$ cat src/fpuApbPkg.sv
`default_nettype none

package fpuApbPkg;

	localparam int apbAddrWidth = 8;
	localparam int apbDataWidth = 32;

	// Requester side of the bus.
	typedef struct packed {
		logic                    psel;
		logic                    penable;
		logic                    pwrite;
		logic [apbAddrWidth-1:0] paddr;
		logic [apbDataWidth-1:0] pwdata;
	} apbReq;

	// Completer side of the bus.
	typedef struct packed {
		logic [apbDataWidth-1:0] prdata;
		logic                    pready;
		logic                    pslverr;
	} apbRsp;

endpackage

`default_nettype wire

$ cat src/fpuConvPkg.sv
`default_nettype none

package fpuConvPkg;

	// ########################################################################
	// Double format and integer limits.
	localparam int intWidth  = 64;
	localparam int fracWidth = 52;
	localparam int expWidth  = 11;

	localparam logic [expWidth-1:0] expBias    = 11'h3FF;
	localparam logic [expWidth-1:0] expMaxInt  = 11'h43E; // 2^63 still fits when negative.
	localparam logic [expWidth-1:0] expAllOnes = 11'h7FF;

	localparam logic [intWidth-1:0] intMin = 64'h8000_0000_0000_0000;
	localparam logic [intWidth-1:0] intMax = 64'h7FFF_FFFF_FFFF_FFFF;

	// ########################################################################
	// Register map of the conversion unit.
	localparam logic [7:0] regCtrl   = 8'h00;
	localparam logic [7:0] regOpLo   = 8'h04;
	localparam logic [7:0] regOpHi   = 8'h08;
	localparam logic [7:0] regResLo  = 8'h0C;
	localparam logic [7:0] regResHi  = 8'h10;
	localparam logic [7:0] regStatus = 8'h14;

	localparam int statDone    = 0;
	localparam int statInvalid = 1;
	localparam int statInexact = 2;

	// CTRL bit 0 selects the converter.
	typedef enum logic {
		opD2I = 1'b0,
		opI2D = 1'b1
	} convOp;

	typedef struct packed {
		logic [intWidth-1:0] result;
		logic                invalid;
		logic                inexact;
	} convRsp;

endpackage

`default_nettype wire

$ cat src/fpuConvD2I.sv
`timescale 1ns/1ns
`default_nettype none

module fpuConvD2I
	import fpuConvPkg::*;
(
	input  logic                clock,
	input  logic                rst,
	input  logic                inValid,
	input  logic [intWidth-1:0] operand,
	output logic                outValid,
	output convRsp              rsp
);

	logic [expWidth-1:0]   opExp;
	logic [fracWidth-1:0]  opFrac;

	logic                  s1Valid;
	logic                  s1Sign;
	logic [expWidth-1:0]   s1Exp;
	logic [fracWidth-1:0]  s1Frac;
	logic                  s1Small;
	logic                  s1Ovf;
	logic                  s1Nan;

	logic [expWidth-1:0]   expDiff;
	logic [2*intWidth-1:0] shifted;

	logic                  s2Valid;
	logic                  s2Sign;
	logic [intWidth-1:0]   s2Mag;
	logic                  s2Inexact;
	logic                  s2Small;
	logic                  s2Ovf;
	logic                  s2Nan;

	logic                  magOvf;

	assign opExp  = operand[intWidth-2 -: expWidth];
	assign opFrac = operand[fracWidth-1:0];

	// ########################################################################
	// Stage 1 splits the fields and classifies the operand.
	always_ff @(posedge clock)
	begin
		if (rst)
			s1Valid <= 1'b0;
		else
			s1Valid <= inValid;
		s1Sign  <= operand[intWidth-1];
		s1Exp   <= opExp;
		s1Frac  <= opFrac;
		s1Small <= opExp < expBias; // Magnitude below 1.0 truncates to zero.
		s1Ovf   <= opExp > expMaxInt;
		s1Nan   <= (opExp == expAllOnes) && (opFrac != '0);
	end

	// Only the low six bits matter once the operand is known to be in range.
	assign expDiff = s1Exp - expBias;
	assign shifted = {{(2*intWidth-fracWidth-1){1'b0}}, 1'b1, s1Frac} << expDiff[5:0];

	// ########################################################################
	// Stage 2 aligns the mantissa. The binary point sits below bit fracWidth.
	always_ff @(posedge clock)
	begin
		if (rst)
			s2Valid <= 1'b0;
		else
			s2Valid <= s1Valid;
		s2Sign  <= s1Sign;
		s2Mag   <= shifted[fracWidth +: intWidth];
		s2Small <= s1Small;
		s2Ovf   <= s1Ovf;
		s2Nan   <= s1Nan;
		if (s1Small)
			s2Inexact <= (s1Exp != '0) || (s1Frac != '0);
		else
			s2Inexact <= !s1Ovf && (shifted[fracWidth-1:0] != '0);
	end

	// Anything at 2^63 or above overflows except an exact -2^63.
	// A small operand has a wrapped shift, so its magnitude means nothing.
	assign magOvf = !s2Small && s2Mag[intWidth-1]
		&& !(s2Sign && (s2Mag[intWidth-2:0] == '0));

	// ########################################################################
	// Stage 3 applies the sign and the saturation rules.
	always_ff @(posedge clock)
	begin
		if (rst)
			outValid <= 1'b0;
		else
			outValid <= s2Valid;
		if (s2Nan)
		begin
			rsp.result  <= intMin;
			rsp.invalid <= 1'b1;
			rsp.inexact <= 1'b0;
		end
		else if (s2Ovf || magOvf)
		begin
			rsp.result  <= s2Sign ? intMin : intMax;
			rsp.invalid <= 1'b1;
			rsp.inexact <= 1'b0;
		end
		else
		begin
			rsp.result  <= s2Small ? '0 : (s2Sign ? -s2Mag : s2Mag);
			rsp.invalid <= 1'b0;
			rsp.inexact <= s2Inexact;
		end
	end

endmodule

`default_nettype wire

$ cat src/fpuConvI2D.sv
`timescale 1ns/1ns
`default_nettype none

module fpuConvI2D
	import fpuConvPkg::*;
(
	input  logic                clock,
	input  logic                rst,
	input  logic                inValid,
	input  logic [intWidth-1:0] operand,
	output logic                outValid,
	output convRsp              rsp
);

	logic                   s1Valid;
	logic                   s1Sign;
	logic [intWidth-1:0]    s1Mag;

	logic [6:0]             leadZeros;
	logic [expWidth-1:0]    normExp;

	logic                   s2Valid;
	logic                   s2Sign;
	logic [intWidth-1:0]    s2Norm;
	logic [expWidth-1:0]    s2Exp;
	logic                   s2Zero;

	logic [fracWidth:0]     kept;
	logic                   guardBit;
	logic                   stickyBit;
	logic                   roundUp;
	logic [fracWidth+1:0]   rounded;

	// Returns 64 for a zero input.
	function automatic logic [6:0] countLz(input logic [intWidth-1:0] value);
		logic [6:0] count;
		count = 7'd64;
		for (int i = 0; i < intWidth; i++)
		begin
			if (value[i])
				count = 7'(intWidth - 1 - i); // The highest set bit is seen last.
		end
		return count;
	endfunction

	// ########################################################################
	// Stage 1 takes the absolute value. intMin becomes 2^63 unsigned.
	always_ff @(posedge clock)
	begin
		if (rst)
			s1Valid <= 1'b0;
		else
			s1Valid <= inValid;
		s1Sign <= operand[intWidth-1];
		s1Mag  <= operand[intWidth-1] ? -operand : operand;
	end

	assign leadZeros = countLz(s1Mag);
	assign normExp   = expBias + 11'd63 - {4'd0, leadZeros};

	// Stage 2 normalizes so that the leading one lands in the top bit.
	always_ff @(posedge clock)
	begin
		if (rst)
			s2Valid <= 1'b0;
		else
			s2Valid <= s1Valid;
		s2Sign <= s1Sign;
		s2Norm <= s1Mag << leadZeros[5:0];
		s2Exp  <= normExp;
		s2Zero <= leadZeros[6];
	end

	// ########################################################################
	// Stage 3 rounds to nearest even on the 53 kept bits.
	assign kept      = s2Norm[intWidth-1 -: fracWidth+1];
	assign guardBit  = s2Norm[intWidth-fracWidth-2];
	assign stickyBit = |s2Norm[intWidth-fracWidth-3:0];
	assign roundUp   = guardBit && (stickyBit || kept[0]);
	assign rounded   = {1'b0, kept} + {{(fracWidth+1){1'b0}}, roundUp};

	always_ff @(posedge clock)
	begin
		if (rst)
			outValid <= 1'b0;
		else
			outValid <= s2Valid;
		if (s2Zero)
			rsp.result <= '0; // Positive zero.
		else if (rounded[fracWidth+1])
			rsp.result <= {s2Sign, s2Exp + 1'b1, rounded[fracWidth:1]};
		else
			rsp.result <= {s2Sign, s2Exp, rounded[fracWidth-1:0]};
		rsp.invalid <= 1'b0;
		rsp.inexact <= guardBit || stickyBit;
	end

endmodule

`default_nettype wire

$ cat src/fpuConvRegs.sv
`timescale 1ns/1ns
`default_nettype none

module fpuConvRegs
	import fpuApbPkg::*;
	import fpuConvPkg::*;
(
	input  logic                clock,
	input  logic                rst,
	input  apbReq               apbIn,
	output apbRsp               apbOut,
	output logic                d2iValid,
	output logic                i2dValid,
	output logic [intWidth-1:0] operand,
	input  logic                d2iOutValid,
	input  convRsp              d2iRsp,
	input  logic                i2dOutValid,
	input  convRsp              i2dRsp
);

	logic                    access;
	logic                    wrAccess;
	logic                    addrOk;
	logic                    readOnly;
	logic                    wrCtrl;
	logic                    wrOpLo;
	logic                    wrOpHi;
	logic                    wrStatus;
	convOp                   issueOp;

	logic [apbDataWidth-1:0] opLo;
	logic [apbDataWidth-1:0] opHi;
	logic [intWidth-1:0]     result;
	convOp                   lastOp;
	logic                    done;
	logic                    flagInvalid;
	logic                    flagInexact;
	logic [1:0]              pendCnt; // Conversions still in flight.

	logic                    complete;
	convRsp                  doneRsp;
	logic [apbDataWidth-1:0] statusWord;
	logic [apbDataWidth-1:0] readData;

	// ########################################################################
	// APB decode.
	assign access   = apbIn.psel && apbIn.penable;
	assign wrAccess = access && apbIn.pwrite;
	assign wrCtrl   = wrAccess && (apbIn.paddr == regCtrl);
	assign wrOpLo   = wrAccess && (apbIn.paddr == regOpLo);
	assign wrOpHi   = wrAccess && (apbIn.paddr == regOpHi);
	assign wrStatus = wrAccess && (apbIn.paddr == regStatus);
	assign issueOp  = convOp'(apbIn.pwdata[0]);

	always_comb
	begin
		addrOk   = 1'b1;
		readOnly = 1'b0;
		case (apbIn.paddr)
			regCtrl, regOpLo, regOpHi, regStatus: readOnly = 1'b0;
			regResLo, regResHi:                   readOnly = 1'b1;
			default:                              addrOk   = 1'b0;
		endcase
	end

	always_comb
	begin
		statusWord              = '0;
		statusWord[statDone]    = done;
		statusWord[statInvalid] = flagInvalid;
		statusWord[statInexact] = flagInexact;
	end

	always_comb
	begin
		case (apbIn.paddr)
			regCtrl:   readData = {{(apbDataWidth-1){1'b0}}, lastOp};
			regOpLo:   readData = opLo;
			regOpHi:   readData = opHi;
			regResLo:  readData = result[apbDataWidth-1:0];
			regResHi:  readData = result[intWidth-1:apbDataWidth];
			regStatus: readData = statusWord;
			default:   readData = '0;
		endcase
	end

	assign apbOut.prdata  = readData;
	assign apbOut.pready  = 1'b1; // No wait states.
	assign apbOut.pslverr = access && (!addrOk || (apbIn.pwrite && readOnly));

	assign operand = {opHi, opLo};

	// Both converters share one latency, so their results never collide.
	assign complete = d2iOutValid || i2dOutValid;
	assign doneRsp  = d2iOutValid ? d2iRsp : i2dRsp;

	// ########################################################################
	// Register state.
	always_ff @(posedge clock)
	begin
		if (rst)
		begin
			opLo        <= '0;
			opHi        <= '0;
			result      <= '0;
			lastOp      <= opD2I;
			d2iValid    <= 1'b0;
			i2dValid    <= 1'b0;
			done        <= 1'b0;
			flagInvalid <= 1'b0;
			flagInexact <= 1'b0;
			pendCnt     <= '0;
		end
		else
		begin
			d2iValid <= wrCtrl && (issueOp == opD2I);
			i2dValid <= wrCtrl && (issueOp == opI2D);
			if (wrOpLo)
				opLo <= apbIn.pwdata;
			if (wrOpHi)
				opHi <= apbIn.pwdata;
			if (wrCtrl)
				lastOp <= issueOp;
			if (complete)
				result <= doneRsp.result;

			if (wrCtrl && !complete)
				pendCnt <= pendCnt + 2'd1;
			else if (!wrCtrl && complete)
				pendCnt <= pendCnt - 2'd1;

			// Done waits for the last conversion in flight.
			if (wrCtrl)
				done <= 1'b0;
			else if (complete && (pendCnt == 2'd1))
				done <= 1'b1;

			flagInvalid <= (flagInvalid && !(wrStatus && apbIn.pwdata[statInvalid]))
				|| (complete && doneRsp.invalid);
			flagInexact <= (flagInexact && !(wrStatus && apbIn.pwdata[statInexact]))
				|| (complete && doneRsp.inexact);
		end
	end

endmodule

`default_nettype wire

$ cat src/fpuConvUnit.sv
`timescale 1ns/1ns
`default_nettype none

module fpuConvUnit
	import fpuApbPkg::*;
	import fpuConvPkg::*;
(
	input  logic  clock,
	input  logic  rst,
	input  apbReq apbIn,
	output apbRsp apbOut
);

	logic                d2iValid;
	logic                i2dValid;
	logic [intWidth-1:0] operand; // Shared by both converters.
	logic                d2iOutValid;
	logic                i2dOutValid;
	convRsp              d2iRsp;
	convRsp              i2dRsp;

	fpuConvRegs regs0 (
		.clock       (clock),
		.rst         (rst),
		.apbIn       (apbIn),
		.apbOut      (apbOut),
		.d2iValid    (d2iValid),
		.i2dValid    (i2dValid),
		.operand     (operand),
		.d2iOutValid (d2iOutValid),
		.d2iRsp      (d2iRsp),
		.i2dOutValid (i2dOutValid),
		.i2dRsp      (i2dRsp)
	);

	fpuConvD2I d2i0 (
		.clock    (clock),
		.rst      (rst),
		.inValid  (d2iValid),
		.operand  (operand),
		.outValid (d2iOutValid),
		.rsp      (d2iRsp)
	);

	fpuConvI2D i2d0 (
		.clock    (clock),
		.rst      (rst),
		.inValid  (i2dValid),
		.operand  (operand),
		.outValid (i2dOutValid),
		.rsp      (i2dRsp)
	);

endmodule

`default_nettype wire
$ cat config.mk
export PLATFORM = sky130hd
export DESIGN_NAME = fpuConvUnit
export DESIGN_NICKNAME = d
export VERILOG_FILES = /design/src/fpuApbPkg.sv /design/src/fpuConvPkg.sv /design/src/fpuConvD2I.sv /design/src/fpuConvI2D.sv /design/src/fpuConvRegs.sv /design/src/fpuConvUnit.sv
export SDC_FILE = /design/constraint.sdc
export NUM_CORES = 1
export LEC_CHECK = 0
export BUFFER_PORTS_ARGS = -buffer_cell sky130_fd_sc_hd__buf_2
export CORE_ASPECT_RATIO = 0.9
export CORE_MARGIN = 2
export CORE_UTILIZATION = 45
export CTS_CLUSTER_DIAMETER = 30
export CTS_CLUSTER_SIZE = 20
export DETAILED_ROUTE_END_ITERATION = 16
export PLACE_DENSITY = 0.58
export SLEW_MARGIN = 5
export SYNTH_ARGS = -nofsm -noshare
export SYNTH_HDL_FRONTEND = slang
export SYNTH_SLANG_ARGS = --single-unit
$ cat constraint.sdc
create_clock -name clock -period 5.2 [get_ports clock]
set_input_delay 0.26 -clock clock [delete_from_list [all_inputs] [get_ports clock]]
set_output_delay 0.26 -clock clock [all_outputs]
set_load 0.005 [all_outputs]
# == Yosys cells after proc, flatten, opt, wreduce, memory -nomap -nowiden ==
# Cells that the tools add are included.
# word_totals
in_bits,45
wordCells,188
reg_bits,549
# op_classes
bitwise_logic,1
n_lt_le_gt_ge,2
eq_ne,7
n_reduce_logical,53
shift,2
n_mux,77
add_sub_neg,8
# op_table
op,n
$mux 7,64
$mux 64,3
$pmux 32 s6,1
$reduce_bool 52->1,3
$mux 66,2
$neg 64->64,2
$mux 63,2
$shl 53x6->116,1
$shl 64x6->64,1
$logic_not 63->1,1
$add 53x1->54,1
$logic_and 1x1->1,25
$eq 8x4->1 const B,2
$eq 8x5->1 const B,2
$add 11x1->11 const B,1
$eq 11x11->1 const B,1
$gt 11x11->1 const B,1
$lt 11x10->1 const B,1
$reduce_bool 11->1,1
$sub 11x7->11 const A,1
$reduce_or 10->1,1
$eq 8x3->1 const B,1
$logic_not 1->1,8
$logic_not 8->1,1
11 further kinds,23

# == Logic depth before layout (Yosys ltp) ==
# Gate-level depths: netlist of the first run.
# depth
depth_word,65
depth_mapped,17
depth_no_buf,14

# == Cells and area by module ==
# Synthesis of the first run repeated with hierarchy kept, for this count alone.
# hier_totals
hier_cells,3253
hier_area_um2,29677.2
# by_module_without_submodules
mod,area_each_um2,seq_area_each_um2,cells_each,instances
fpuConvI2D,11964.0,4204.0,1453,1
fpuConvD2I,10694.0,4103.9,1104,1
fpuConvRegs,7019.2,2722.6,696,1

# == Worst setup path after synthesis of the first run ==
# OpenSTA, ideal clock, no wires.
# synth_timing
path_type,register to register
start,register d2i0.s1Exp[0]
end,register d2i0.s2Inexact
slack_ns,0.772
path_stages_with_launch,18
path_buffers,5
arrival_ns,4.299
synth_period_minus_slack_ns,4.428
cell_sequence,dfxtp_1 > clkbuf_1 > clkbuf_1 > inv_1 > ha_1 > buf_2 > buf_2 > clkbuf_1 > mux4_2 > mux2i_1 > nand2_1 > o21ai_0 > nor2_1 > a21oi_1 > nand4_1 > or4_1 > o41ai_1 > a31oi_1
# synth_between
elab_chain_len,5
word_cells_on_any_way,7
# synth_rtl
item,line,text
start: declaration,fpuConvD2I.sv:20,logic [expWidth-1:0] s1Exp;
start signal: assignment,fpuConvD2I.sv:51,s1Exp <= opExp;
$sub 6x6->6,fpuConvD2I.sv:59,assign expDiff = s1Exp - expBias;
$shl 53x6->116,fpuConvD2I.sv:60,"assign shifted = {{(2*intWidth-fracWidth-1){1'b0}}, 1'b1, s1Frac} << expDiff[5:0];"
$reduce_bool 52->1,fpuConvD2I.sv:78,s2Inexact <= !s1Ovf && (shifted[fracWidth-1:0] != '0);
$logic_and 1x1->1,fpuConvD2I.sv:78,
$mux 1 (*),fpuConvD2I.sv:75,if (s1Small)
end signal: assignment,fpuConvD2I.sv:76,s2Inexact <= (s1Exp != '0) || (s1Frac != '0);
end signal: assignment,fpuConvD2I.sv:78,
end: declaration,fpuConvD2I.sv:32,logic s2Inexact;
# Every way passes the cells marked *; elsewhere a longest branch is shown, timed or not.
# A chain may end at the register's enable or synchronous reset.

# == Worst setup path after layout of the first run ==
# layout_timing
start,register d2i0.s1Exp[1]
end,register d2i0.s2Inexact
# Same word-level chain as after synthesis.

==> impl_metrics.xml, run 1 <==
<?xml version="1.0" encoding="UTF-8"?>
<metrics>
  <group name="synth">
    <metric name="synth.yosys.seq_area_share" unit="%">39.0</metric>
    <metric name="synth_top_area_cell" unit="">sky130_fd_sc_hd__dfxtp_1</metric>
    <metric name="synth_largest_type_area_fraction" unit="%">39.0</metric>
    <metric name="synth_area_per_cell" unit="um^2">8.50</metric>
    <metric name="yosys.cell_types.count" unit="">89</metric>
    <metric name="synth_ff_type" unit="">sky130_fd_sc_hd__dfxtp_1</metric>
    <metric name="postSynthCellCount" unit="">3308</metric>
    <metric name="async_reset_ff_share" unit="%">0</metric>
    <metric name="postSynthNetCount" unit="">3364</metric>
    <metric name="synth-warning-count" unit="">0</metric>
    <metric name="synth_top_cells_by_area" unit="">sky130_fd_sc_hd__dfxtp_1 (39%), sky130_fd_sc_hd__mux2i_1 (6.9%), sky130_fd_sc_hd__nand2_1 (5.1%)</metric>
    <metric name="count_of_flip_flops_with_a_built_in_enable_after_synthesis" unit="">0</metric>
    <metric name="synthesis.area" unit="um^2">28100</metric>
    <metric name="synth-seq-cells" unit="">548</metric>
  </group>
  <group name="floorplanning">
    <metric name="fp.dieH" unit="um">241</metric>
    <metric name="floorplan.io_pins" unit="">79</metric>
    <metric name="core-area" unit="um^2">61500</metric>
    <metric name="die_w" unit="um">267</metric>
    <metric name="placement_rows" unit="">86</metric>
    <metric name="effective_utilization_at_floorplan" unit="%">45.7</metric>
    <metric name="die_area" unit="um^2">64500</metric>
  </group>
  <group name="worst_setup_path">
    <metric name="worst-endpoint-arrival" unit="ns">5.24</metric>
    <metric name="worst_path_maximum_fanout" unit="">26</metric>
    <metric name="worstSetupEndpointType" unit="">flip-flop</metric>
    <metric name="timing.rr.end" unit="">d2i0.s2Inexact$_DFF_P_</metric>
    <metric name="rr_worst_depth" unit="">11</metric>
    <metric name="path_class" unit="">reg2reg</metric>
    <metric name="reg2reg_setup_slack" unit="ns">0.44</metric>
    <metric name="required" unit="ns">5.68</metric>
    <metric name="reg2reg_from" unit="">d2i0.s1Exp[1]$_DFF_P_</metric>
    <metric name="timing.critical_path.from_type" unit="">flip-flop</metric>
  </group>
  <group name="detailed_routing">
    <metric name="drt-vias-per-instance" unit="">6.26</metric>
    <metric name="drtPass1Iterations" unit="">6</metric>
    <metric name="initialDrtViolationCount" unit="">3547</metric>
    <metric name="wl_per_cell" unit="um">27.8</metric>
    <metric name="wirelength" unit="um">120000</metric>
    <metric name="detail-route-antenna-nets" unit="">0</metric>
    <metric name="route.vias.total" unit="">26900</metric>
    <metric name="drcViolationCount" unit="">0</metric>
  </group>
  <group name="grt">
    <metric name="grt_pass1_vias" unit="">25300</metric>
    <metric name="grt_antenna_before_repair" unit="">6</metric>
    <metric name="grt_pass1_wl" unit="um">172000</metric>
    <metric name="gr-usage-all-layers" unit="%">36.7</metric>
    <metric name="grt_max_degree" unit="">90</metric>
    <metric name="globalRouteOverflowTotal" unit="">0</metric>
  </group>
  <group name="layout">
    <metric name="design.final.nets" unit="">3431</metric>
    <metric name="most_common_library_cell_in_the_layout_ignoring_fill_and_taps" unit="">sky130_fd_sc_hd__dfxtp_1</metric>
    <metric name="final_cell_area" unit="um^2">33500</metric>
    <metric name="mostFrequentLayoutCells" unit="">sky130_fd_sc_hd__dfxtp_1 (543), sky130_fd_sc_hd__nand2_1 (380), sky130_fd_sc_hd__nor2_1 (361), sky130_fd_sc_hd__a21oi_1 (274), sky130_fd_sc_hd__o21ai_0 (211)</metric>
    <metric name="fillCellCount" unit="">5692</metric>
    <metric name="drive_gt1_share" unit="%">14.4</metric>
    <metric name="end_of_flow_core_utilization" unit="%">54.4</metric>
    <metric name="final_cell_count_no_fill" unit="">4296</metric>
    <metric name="area_growth" unit="%">19.1</metric>
  </group>
  <group name="sta">
    <metric name="maxClockFrequency" unit="MHz">210</metric>
    <metric name="final_min_period_over_clock_period" unit="%">91.5</metric>
    <metric name="final_hold_viol_count" unit="">0</metric>
    <metric name="slew_viol_final" unit="">0</metric>
    <metric name="setup_repair_after_global_routing_missed_its_margin" unit="">no</metric>
    <metric name="finalSetupViolCount" unit="">0</metric>
    <metric name="worst-slew-pin-transition" unit="ns">1.20</metric>
    <metric name="timing.setup.tns" unit="ns">0</metric>
    <metric name="timing.final.crit_period" unit="ns">4.76</metric>
    <metric name="timing.max_slew.rel_slack" unit="%">19.5</metric>
    <metric name="skew" unit="ns">0.0868</metric>
  </group>
  <group name="worst_hold_path">
    <metric name="min-delay-path-class" unit="">in2reg</metric>
    <metric name="min_from" unit="">apbIn[36]</metric>
    <metric name="hold_path_end" unit="">regs0.i2dValid$_SDFF_PP0_</metric>
    <metric name="hold_depth" unit="">4</metric>
  </group>
  <group name="pwr">
    <metric name="comb_power_share" unit="%">1.5</metric>
    <metric name="worst_ir_drop_vdd" unit="mV">0.267</metric>
    <metric name="leakage" unit="nW">12.9</metric>
    <metric name="switching_power" unit="W">0.00253</metric>
    <metric name="power-per-cell-area" unit="nW/um^2">334</metric>
    <metric name="swShare" unit="%">22.6</metric>
    <metric name="clkPwrFrac" unit="%">60.7</metric>
    <metric name="cellInternalPower" unit="W">0.00867</metric>
    <metric name="seq_power_share" unit="%">37.7</metric>
    <metric name="total_power" unit="W">0.0112</metric>
  </group>
  <group name="clock_tree">
    <metric name="cts-resized-gates" unit="">0</metric>
    <metric name="clock-sinks" unit="">548</metric>
    <metric name="cts_inserted_buffers" unit="">99</metric>
    <metric name="clk_path_buf_depth" unit="">3</metric>
    <metric name="cts-htree-levels" unit="">3</metric>
    <metric name="clkSlewWorstSetupHoldPaths" unit="ns">0.05</metric>
    <metric name="tritoncts_clock_tree" unit="">yes</metric>
    <metric name="root_buffer" unit="">sky130_fd_sc_hd__clkbuf_16</metric>
    <metric name="clkLatencyLatePin" unit="ns">0.68</metric>
  </group>
  <group name="run">
    <metric name="count_of_max_cap_constraint_violations" unit="">0</metric>
  </group>
  <group name="placement">
    <metric name="hpwlAfterDp" unit="um">93200</metric>
    <metric name="post-place-cells" unit="">4078</metric>
    <metric name="buffer_ports.inserted" unit="">77</metric>
    <metric name="gp_congestion" unit="">1.02</metric>
    <metric name="placement.cell_area" unit="um^2">29500</metric>
  </group>
  <group name="run_status">
    <metric name="status" unit="">finished clean</metric>
  </group>
</metrics>
==> state kept, by name, summed over array words and instances (netlist names), 32 cells and up <==
| register | cells |
|---|---|
| i2d0.rsp | 65 |
| i2d0.s1Mag | 63 |
| d2i0.s1Frac | 52 |
| d2i0.s2Mag | 64 |
| regs0.opLo | 32 |
| d2i0.rsp | 66 |
| i2d0.s2Norm | 64 |
| regs0.result | 64 |
| regs0.opHi | 32 |
==> logic make-up after synthesis <==
group | Yosys count | synth area share, %
flip-flops | 548 | 39.0
multiplexers | 295 | 13.3
AND/OR/NAND/NOR | 1144 | 18.8
buffers and inverters | 270 | 3.70
XOR/XNOR | 191 | 5.95
adder cells (fa/ha/maj) | 11 | 0.489
other | 1 | 0.0133
AO/OA/AOI/OAI | 848 | 18.8
==> power groups by stage <==
stage	logic [W]	registers (W)	clock network (W)
3_3_place_gp	0.000146	0.00431	0
4_1_cts	0.000166	0.00423	0.00685
2_1_floorplan	0.0000818	0.00431	0
6_report	0.000171	0.00423	0.00680
5_1_grt	0.000180	0.00422	0.00706
3_5_place_dp	0.000147	0.00431	0
==> final cells by class <==
type | instances | area, um^2 | area share [%]
diodes | 1 | 2.50 | 0.00747
clock buffers | 123 | 2720 | 8.12
clock inverters | 62 | 903 | 2.70
inverters | 34 | 128 | 0.381
multi-input cells | 2490 | 16200 | 48.5
flip-flops and latches | 548 | 11000 | 32.8
well taps | 836 | 1050 | 3.12
repair buffers | 202 | 1470 | 4.39
==> worst max path at each step <==
stage	slack (ns)	end	cells past startpoint	start
6_report	0.44	d2i0.s2Inexact$_DFF_P_	11	d2i0.s1Exp[1]$_DFF_P_
5_1_grt	0.26	d2i0.s2Inexact$_DFF_P_	11	d2i0.s1Exp[1]$_DFF_P_
4_1_cts	0.56	d2i0.s2Inexact$_DFF_P_	11	d2i0.s1Exp[1]$_DFF_P_
3_5_place_dp	0.60	d2i0.s2Inexact$_DFF_P_	11	d2i0.s1Exp[1]$_DFF_P_
3_3_place_gp	0.56	d2i0.s2Inexact$_DFF_P_	11	d2i0.s1Exp[1]$_DFF_P_
2_1_floorplan	0.77	d2i0.s2Inexact$_DFF_P_	17	d2i0.s1Exp[0]$_DFF_P_
==> through the flow <==
step,hold slack (ns),setup WS [ns]
2_1_floorplan,0.310,0.772
3_3_place_gp,0.316,0.556
3_5_place_dp,0.318,0.603
4_1_cts,0.0752,0.564
5_1_grt,0.130,0.264
6_report,0.0881,0.443
==> synth_stat cells (26+ instances only) <==
library cell	instances
sky130_fd_sc_hd__a22oi_1	75
sky130_fd_sc_hd__mux2_2	41
sky130_fd_sc_hd__nand2_1	381
sky130_fd_sc_hd__o22ai_1	26
sky130_fd_sc_hd__nor2_1	361
sky130_fd_sc_hd__xor2_1	100
sky130_fd_sc_hd__nand4_1	31
sky130_fd_sc_hd__nand3_1	103
sky130_fd_sc_hd__nor3_1	38
sky130_fd_sc_hd__inv_1	34
sky130_fd_sc_hd__mux4_2	59
sky130_fd_sc_hd__xnor2_1	91
sky130_fd_sc_hd__clkbuf_1	197
sky130_fd_sc_hd__or3_1	31
sky130_fd_sc_hd__dfxtp_1	548
sky130_fd_sc_hd__and3_1	29
sky130_fd_sc_hd__o211ai_1	36
sky130_fd_sc_hd__nor4_1	41
sky130_fd_sc_hd__a21oi_1	274
sky130_fd_sc_hd__a211oi_1	35
sky130_fd_sc_hd__o21ai_0	212
sky130_fd_sc_hd__mux2i_1	195
sky130_fd_sc_hd__o31ai_1	40
==> critical path, stage by stage (launching register included) <==
cell	delay (ns)
sky130_fd_sc_hd__dfxtp_1	0.41
sky130_fd_sc_hd__inv_1	0.07
sky130_fd_sc_hd__ha_2	0.76
sky130_fd_sc_hd__buf_4	0.43
sky130_fd_sc_hd__mux4_2	0.57
sky130_fd_sc_hd__mux2i_1	0.44
sky130_fd_sc_hd__a21oi_1	0.25
sky130_fd_sc_hd__mux2i_1	0.43
sky130_fd_sc_hd__nand4_1	0.21
sky130_fd_sc_hd__or4_1	0.46
sky130_fd_sc_hd__o41ai_1	0.43
sky130_fd_sc_hd__a31oi_1	0.13
==> metal layers <==
metal	vias to the layer above	GRT usage, %	share of wire (%)
met3	186	14.5	13
met4	2	11.2	3.0
met2	1512	49.8	39
met5	-	0	0.015
li1	12100	-	-
met1	13100	52.8	44
==> repair_timing <==
action / 4_1_cts / 5_1_grt
hold buffers: 32 / 0
hold endpoints to repair: 67 / 0
setup buffers: 0 / 0
Power figures use the tool's default switching activity.
==> run 2, diff against run 1 <==
--- a/config.mk
+++ b/config.mk
@@ -5,6 +5,7 @@
 export SDC_FILE = /design/constraint.sdc
 export NUM_CORES = 1
 export LEC_CHECK = 0
+export ABC_AREA = 1
 export BUFFER_PORTS_ARGS = -buffer_cell sky130_fd_sc_hd__buf_2
 export CORE_ASPECT_RATIO = 0.9
 export CORE_MARGIN = 2
==> impl_metrics.xml, run 2 <==
<?xml version="1.0" encoding="UTF-8"?>
<metrics>
  <group name="run_status">
    <metric name="status" unit="">finished clean</metric>
  </group>
  <group name="synth">
    <metric name="synthesis.area" unit="um^2">29200</metric>
    <metric name="synth_largest_type_area_fraction" unit="%">37.6</metric>
    <metric name="synth_top_area_cell" unit="">sky130_fd_sc_hd__dfxtp_1</metric>
    <metric name="synth_ff_type" unit="">sky130_fd_sc_hd__dfxtp_1</metric>
    <metric name="synth-seq-cells" unit="">548</metric>
    <metric name="postSynthCellCount" unit="">4444</metric>
    <metric name="postSynthNetCount" unit="">4500</metric>
    <metric name="yosys.cell_types.count" unit="">50</metric>
    <metric name="synth.yosys.seq_area_share" unit="%">37.6</metric>
    <metric name="synth_area_per_cell" unit="um^2">6.56</metric>
    <metric name="count_of_flip_flops_with_a_built_in_enable_after_synthesis" unit="">0</metric>
    <metric name="synth-warning-count" unit="">0</metric>
    <metric name="synth_top_cells_by_area" unit="">sky130_fd_sc_hd__dfxtp_1 (38%), sky130_fd_sc_hd__nand2_1 (15%), sky130_fd_sc_hd__nand3_1 (11%)</metric>
    <metric name="synth.most_common_cell" unit="">sky130_fd_sc_hd__nand2_1</metric>
    <metric name="synth_common_cells" unit="">sky130_fd_sc_hd__nand2_1 (1160), sky130_fd_sc_hd__nand3_1 (646), sky130_fd_sc_hd__dfxtp_1 (548)</metric>
    <metric name="async_reset_ff_share" unit="%">0</metric>
  </group>
  <group name="sta">
    <metric name="slew_viol_final" unit="">0</metric>
    <metric name="worst-slew-pin-transition" unit="ns">1.19</metric>
    <metric name="final_min_period_over_clock_period" unit="%">93.9</metric>
    <metric name="skew" unit="ns">0.0420</metric>
    <metric name="maxClockFrequency" unit="MHz">205</metric>
    <metric name="timing.max_slew.rel_slack" unit="%">20.9</metric>
    <metric name="final_hold_viol_count" unit="">0</metric>
    <metric name="timing.final.crit_period" unit="ns">4.88</metric>
    <metric name="setup_repair_after_global_routing_missed_its_margin" unit="">yes</metric>
    <metric name="finalSetupViolCount" unit="">0</metric>
    <metric name="final.hold.worst_slack" unit="ns">0.0456</metric>
  </group>
  <group name="grt">
    <metric name="grt_pass1_wl" unit="um">173000</metric>
    <metric name="gr-usage-all-layers" unit="%">34.4</metric>
    <metric name="grt_max_degree" unit="">69</metric>
    <metric name="grt_antenna_before_repair" unit="">4</metric>
    <metric name="globalRouteOverflowTotal" unit="">0</metric>
    <metric name="grt_pass1_vias" unit="">27800</metric>
  </group>
  <group name="run">
    <metric name="count_of_max_cap_constraint_violations" unit="">0</metric>
  </group>
  <group name="detailed_routing">
    <metric name="initialDrtViolationCount" unit="">3938</metric>
    <metric name="drtPass1Iterations" unit="">6</metric>
    <metric name="wl_per_cell" unit="um">21.9</metric>
    <metric name="wirelength" unit="um">119000</metric>
    <metric name="route.vias.total" unit="">30700</metric>
    <metric name="drt-vias-per-instance" unit="">5.65</metric>
    <metric name="drcViolationCount" unit="">0</metric>
    <metric name="detail-route-antenna-nets" unit="">0</metric>
  </group>
  <group name="worst_setup_path">
    <metric name="worst_path_maximum_fanout" unit="">8</metric>
    <metric name="cpMostUsedCell" unit="">sky130_fd_sc_hd__nand2_1</metric>
    <metric name="worst-endpoint-arrival" unit="ns">5.40</metric>
    <metric name="path_class" unit="">reg2reg</metric>
    <metric name="required" unit="ns">5.72</metric>
    <metric name="worst_path_slowest_cell" unit="">sky130_fd_sc_hd__dfxtp_2</metric>
    <metric name="worstSetupEndpointType" unit="">flip-flop</metric>
    <metric name="timing.critical_path.from_type" unit="">flip-flop</metric>
    <metric name="cpPeakStageDelay" unit="ns">0.33</metric>
  </group>
  <group name="pwr">
    <metric name="swShare" unit="%">24.8</metric>
    <metric name="power-per-cell-area" unit="nW/um^2">320</metric>
    <metric name="clkPwrFrac" unit="%">58.3</metric>
    <metric name="worst_ir_drop_vdd" unit="mV">0.268</metric>
    <metric name="seq_power_share" unit="%">38.2</metric>
    <metric name="cellInternalPower" unit="W">0.00842</metric>
    <metric name="leakage" unit="nW">16.0</metric>
    <metric name="switching_power" unit="W">0.00278</metric>
    <metric name="comb_power_share" unit="%">3.4</metric>
  </group>
  <group name="floorplanning">
    <metric name="effective_utilization_at_floorplan" unit="%">45.5</metric>
    <metric name="die_area" unit="um^2">66900</metric>
    <metric name="core-area" unit="um^2">64100</metric>
    <metric name="floorplan.io_pins" unit="">79</metric>
    <metric name="fp.dieH" unit="um">246</metric>
    <metric name="die_w" unit="um">272</metric>
    <metric name="placement_rows" unit="">88</metric>
  </group>
  <group name="placement">
    <metric name="post-place-cells" unit="">5195</metric>
    <metric name="buffer_ports.inserted" unit="">77</metric>
    <metric name="gp_congestion" unit="">1.02</metric>
    <metric name="placement.cell_area" unit="um^2">30300</metric>
    <metric name="hpwlAfterDp" unit="um">88500</metric>
  </group>
  <group name="clock_tree">
    <metric name="clkSlewWorstSetupHoldPaths" unit="ns">0.05</metric>
    <metric name="cts_inserted_buffers" unit="">95</metric>
    <metric name="cts-htree-levels" unit="">3</metric>
    <metric name="clk_path_buf_depth" unit="">3</metric>
    <metric name="tritoncts_clock_tree" unit="">yes</metric>
    <metric name="root_buffer" unit="">sky130_fd_sc_hd__clkbuf_16</metric>
    <metric name="clkLatencyLatePin" unit="ns">0.66</metric>
    <metric name="clock-sinks" unit="">548</metric>
  </group>
  <group name="layout">
    <metric name="most_common_library_cell_in_the_layout_ignoring_fill_and_taps" unit="">sky130_fd_sc_hd__nand2_1</metric>
    <metric name="largest_registers" unit="">d2i0.rsp x66, i2d0.rsp x65</metric>
    <metric name="drive_gt1_share" unit="%">11.5</metric>
    <metric name="largest_register_ffs" unit="">66</metric>
    <metric name="area_growth" unit="%">20.1</metric>
    <metric name="final_cell_count_no_fill" unit="">5432</metric>
    <metric name="design.final.nets" unit="">4552</metric>
    <metric name="final_cell_area" unit="um^2">35000</metric>
    <metric name="mostFrequentLayoutCells" unit="">sky130_fd_sc_hd__nand2_1 (1122), sky130_fd_sc_hd__nand3_1 (559), sky130_fd_sc_hd__dfxtp_1 (543), sky130_fd_sc_hd__inv_1 (419), sky130_fd_sc_hd__o21ai_0 (368)</metric>
    <metric name="largest_register" unit="">d2i0.rsp</metric>
    <metric name="fillCellCount" unit="">6423</metric>
  </group>
  <group name="worst_hold_path">
    <metric name="min-delay-path-class" unit="">in2reg</metric>
  </group>
</metrics>
## run 2: changes by cell type in the layout (fill, tap and decap cells not counted), sizes merged, moves of 33 or more
cell | before | now
a21oi | 274 | 104
nand3 | 103 | 650
mux4 | 59 | 0
or3 | 34 | 1
mux2 | 41 | 0
xnor2 | 91 | 47
o21ai | 215 | 374
nand2 | 381 | 1166
mux2i | 195 | 22
o31ai | 42 | 2
nor4 | 42 | 89
inv | 50 | 471
a22oi | 75 | 1
nor3 | 40 | 100
## run 2: path summary, 6_finish.rpt
check                                                to  cells past startpoint                   from  slack, ns
worst min register to register      d2i0.s2Sign$_DFF_P_                      0    i2d0.s1Sign$_DFF_P_       0.35
worst max register to register  i2d0.s2Norm[49]$_DFF_P_                     73  i2d0.s1Mag[1]$_DFF_P_       0.32
worst min-delay path            i2d0.s2Valid$_SDFF_PP0_                      2                    rst       0.05
worst max-delay path            i2d0.s2Norm[49]$_DFF_P_                     73  i2d0.s1Mag[1]$_DFF_P_       0.32
## run 2: final cells by class
type                    count  area (um^2)  share of cell area, %
clock buffers             105         2500                   7.13
inverters                 440         1650                   4.72
diodes                      1         2.50                0.00715
well taps                 855         1070                   3.05
repair buffers            193         1550                   4.43
multi-input cells        3218        16400                   46.7
clock inverters            72          903                   2.58
flip-flops and latches    548        11000                   31.3
## run 2: power by group through the flow
stage / logic [W] / clock network [W] / registers, W
2_1_floorplan: 0.000202 / 0 / 0.00434
3_3_place_gp: 0.000319 / 0 / 0.00437
3_5_place_dp: 0.000316 / 0 / 0.00437
4_1_cts: 0.000337 / 0.00660 / 0.00428
5_1_grt: 0.000410 / 0.00678 / 0.00428
6_report: 0.000382 / 0.00654 / 0.00428
## run 2: stage by stage
| step | total power (W) | setup slack [ns] | TNS [ns] | utilization (%) |
|---|---|---|---|---|
| CTS | 0.0112 | 0.348 | 0 | 53.0 |
| global route | 0.0115 | -0.373 | -17.94 | 54.6 |
| finish | 0.0112 | 0.319 | 0 | 54.6 |
| floorplan | 0.00455 | 0.918 | 0 | - |
| detailed placement | 0.00469 | 0.368 | 0 | 47.2 |
| global placement | 0.00469 | 0.303 | 0 | 47.2 |
## run 2: kinds of logic (layout without fill, tap and decap cells)
family / after synthesis / count (layout) / synth area share [%]
AOI/OAI and AO/OA: 567 / 567 / 10.5
xor gates and xnor gates: 172 / 172 / 5.17
adders and majority gates: 11 / 11 / 0.472
buffers and inverters: 681 / 810 / 9.00
DFF: 548 / 548 / 37.6
muxes: 22 / 22 / 0.755
other: 1 / 2 / 0.0129
and+or+nand+nor: 2442 / 2445 / 36.5
## run 2: per-layer routing
layer / track usage (%) / vias to the layer above / wire (um)
met3: 5.19 / 375 / 10100
met5: 0 / - / 0
met1: 48.2 / 14000 / 51800
li1: - / 14800 / -
met4: 19.4 / 0 / 7910
met2: 50.3 / 1518 / 48900
## run 2: worst max-delay path: cells and delay by family, from the launching register on
kind	cells	cell delay [ns]
simple gates	70	4.05
buf+inv	3	0.35
flops	1	0.33
## run 2: repair_timing
item	CTS	global route
resized for setup	0	166
buffers inserted	0	12
endpoints found under the setup margin	0	71
hold buffers	32	0
hold endpoints to repair	57	0
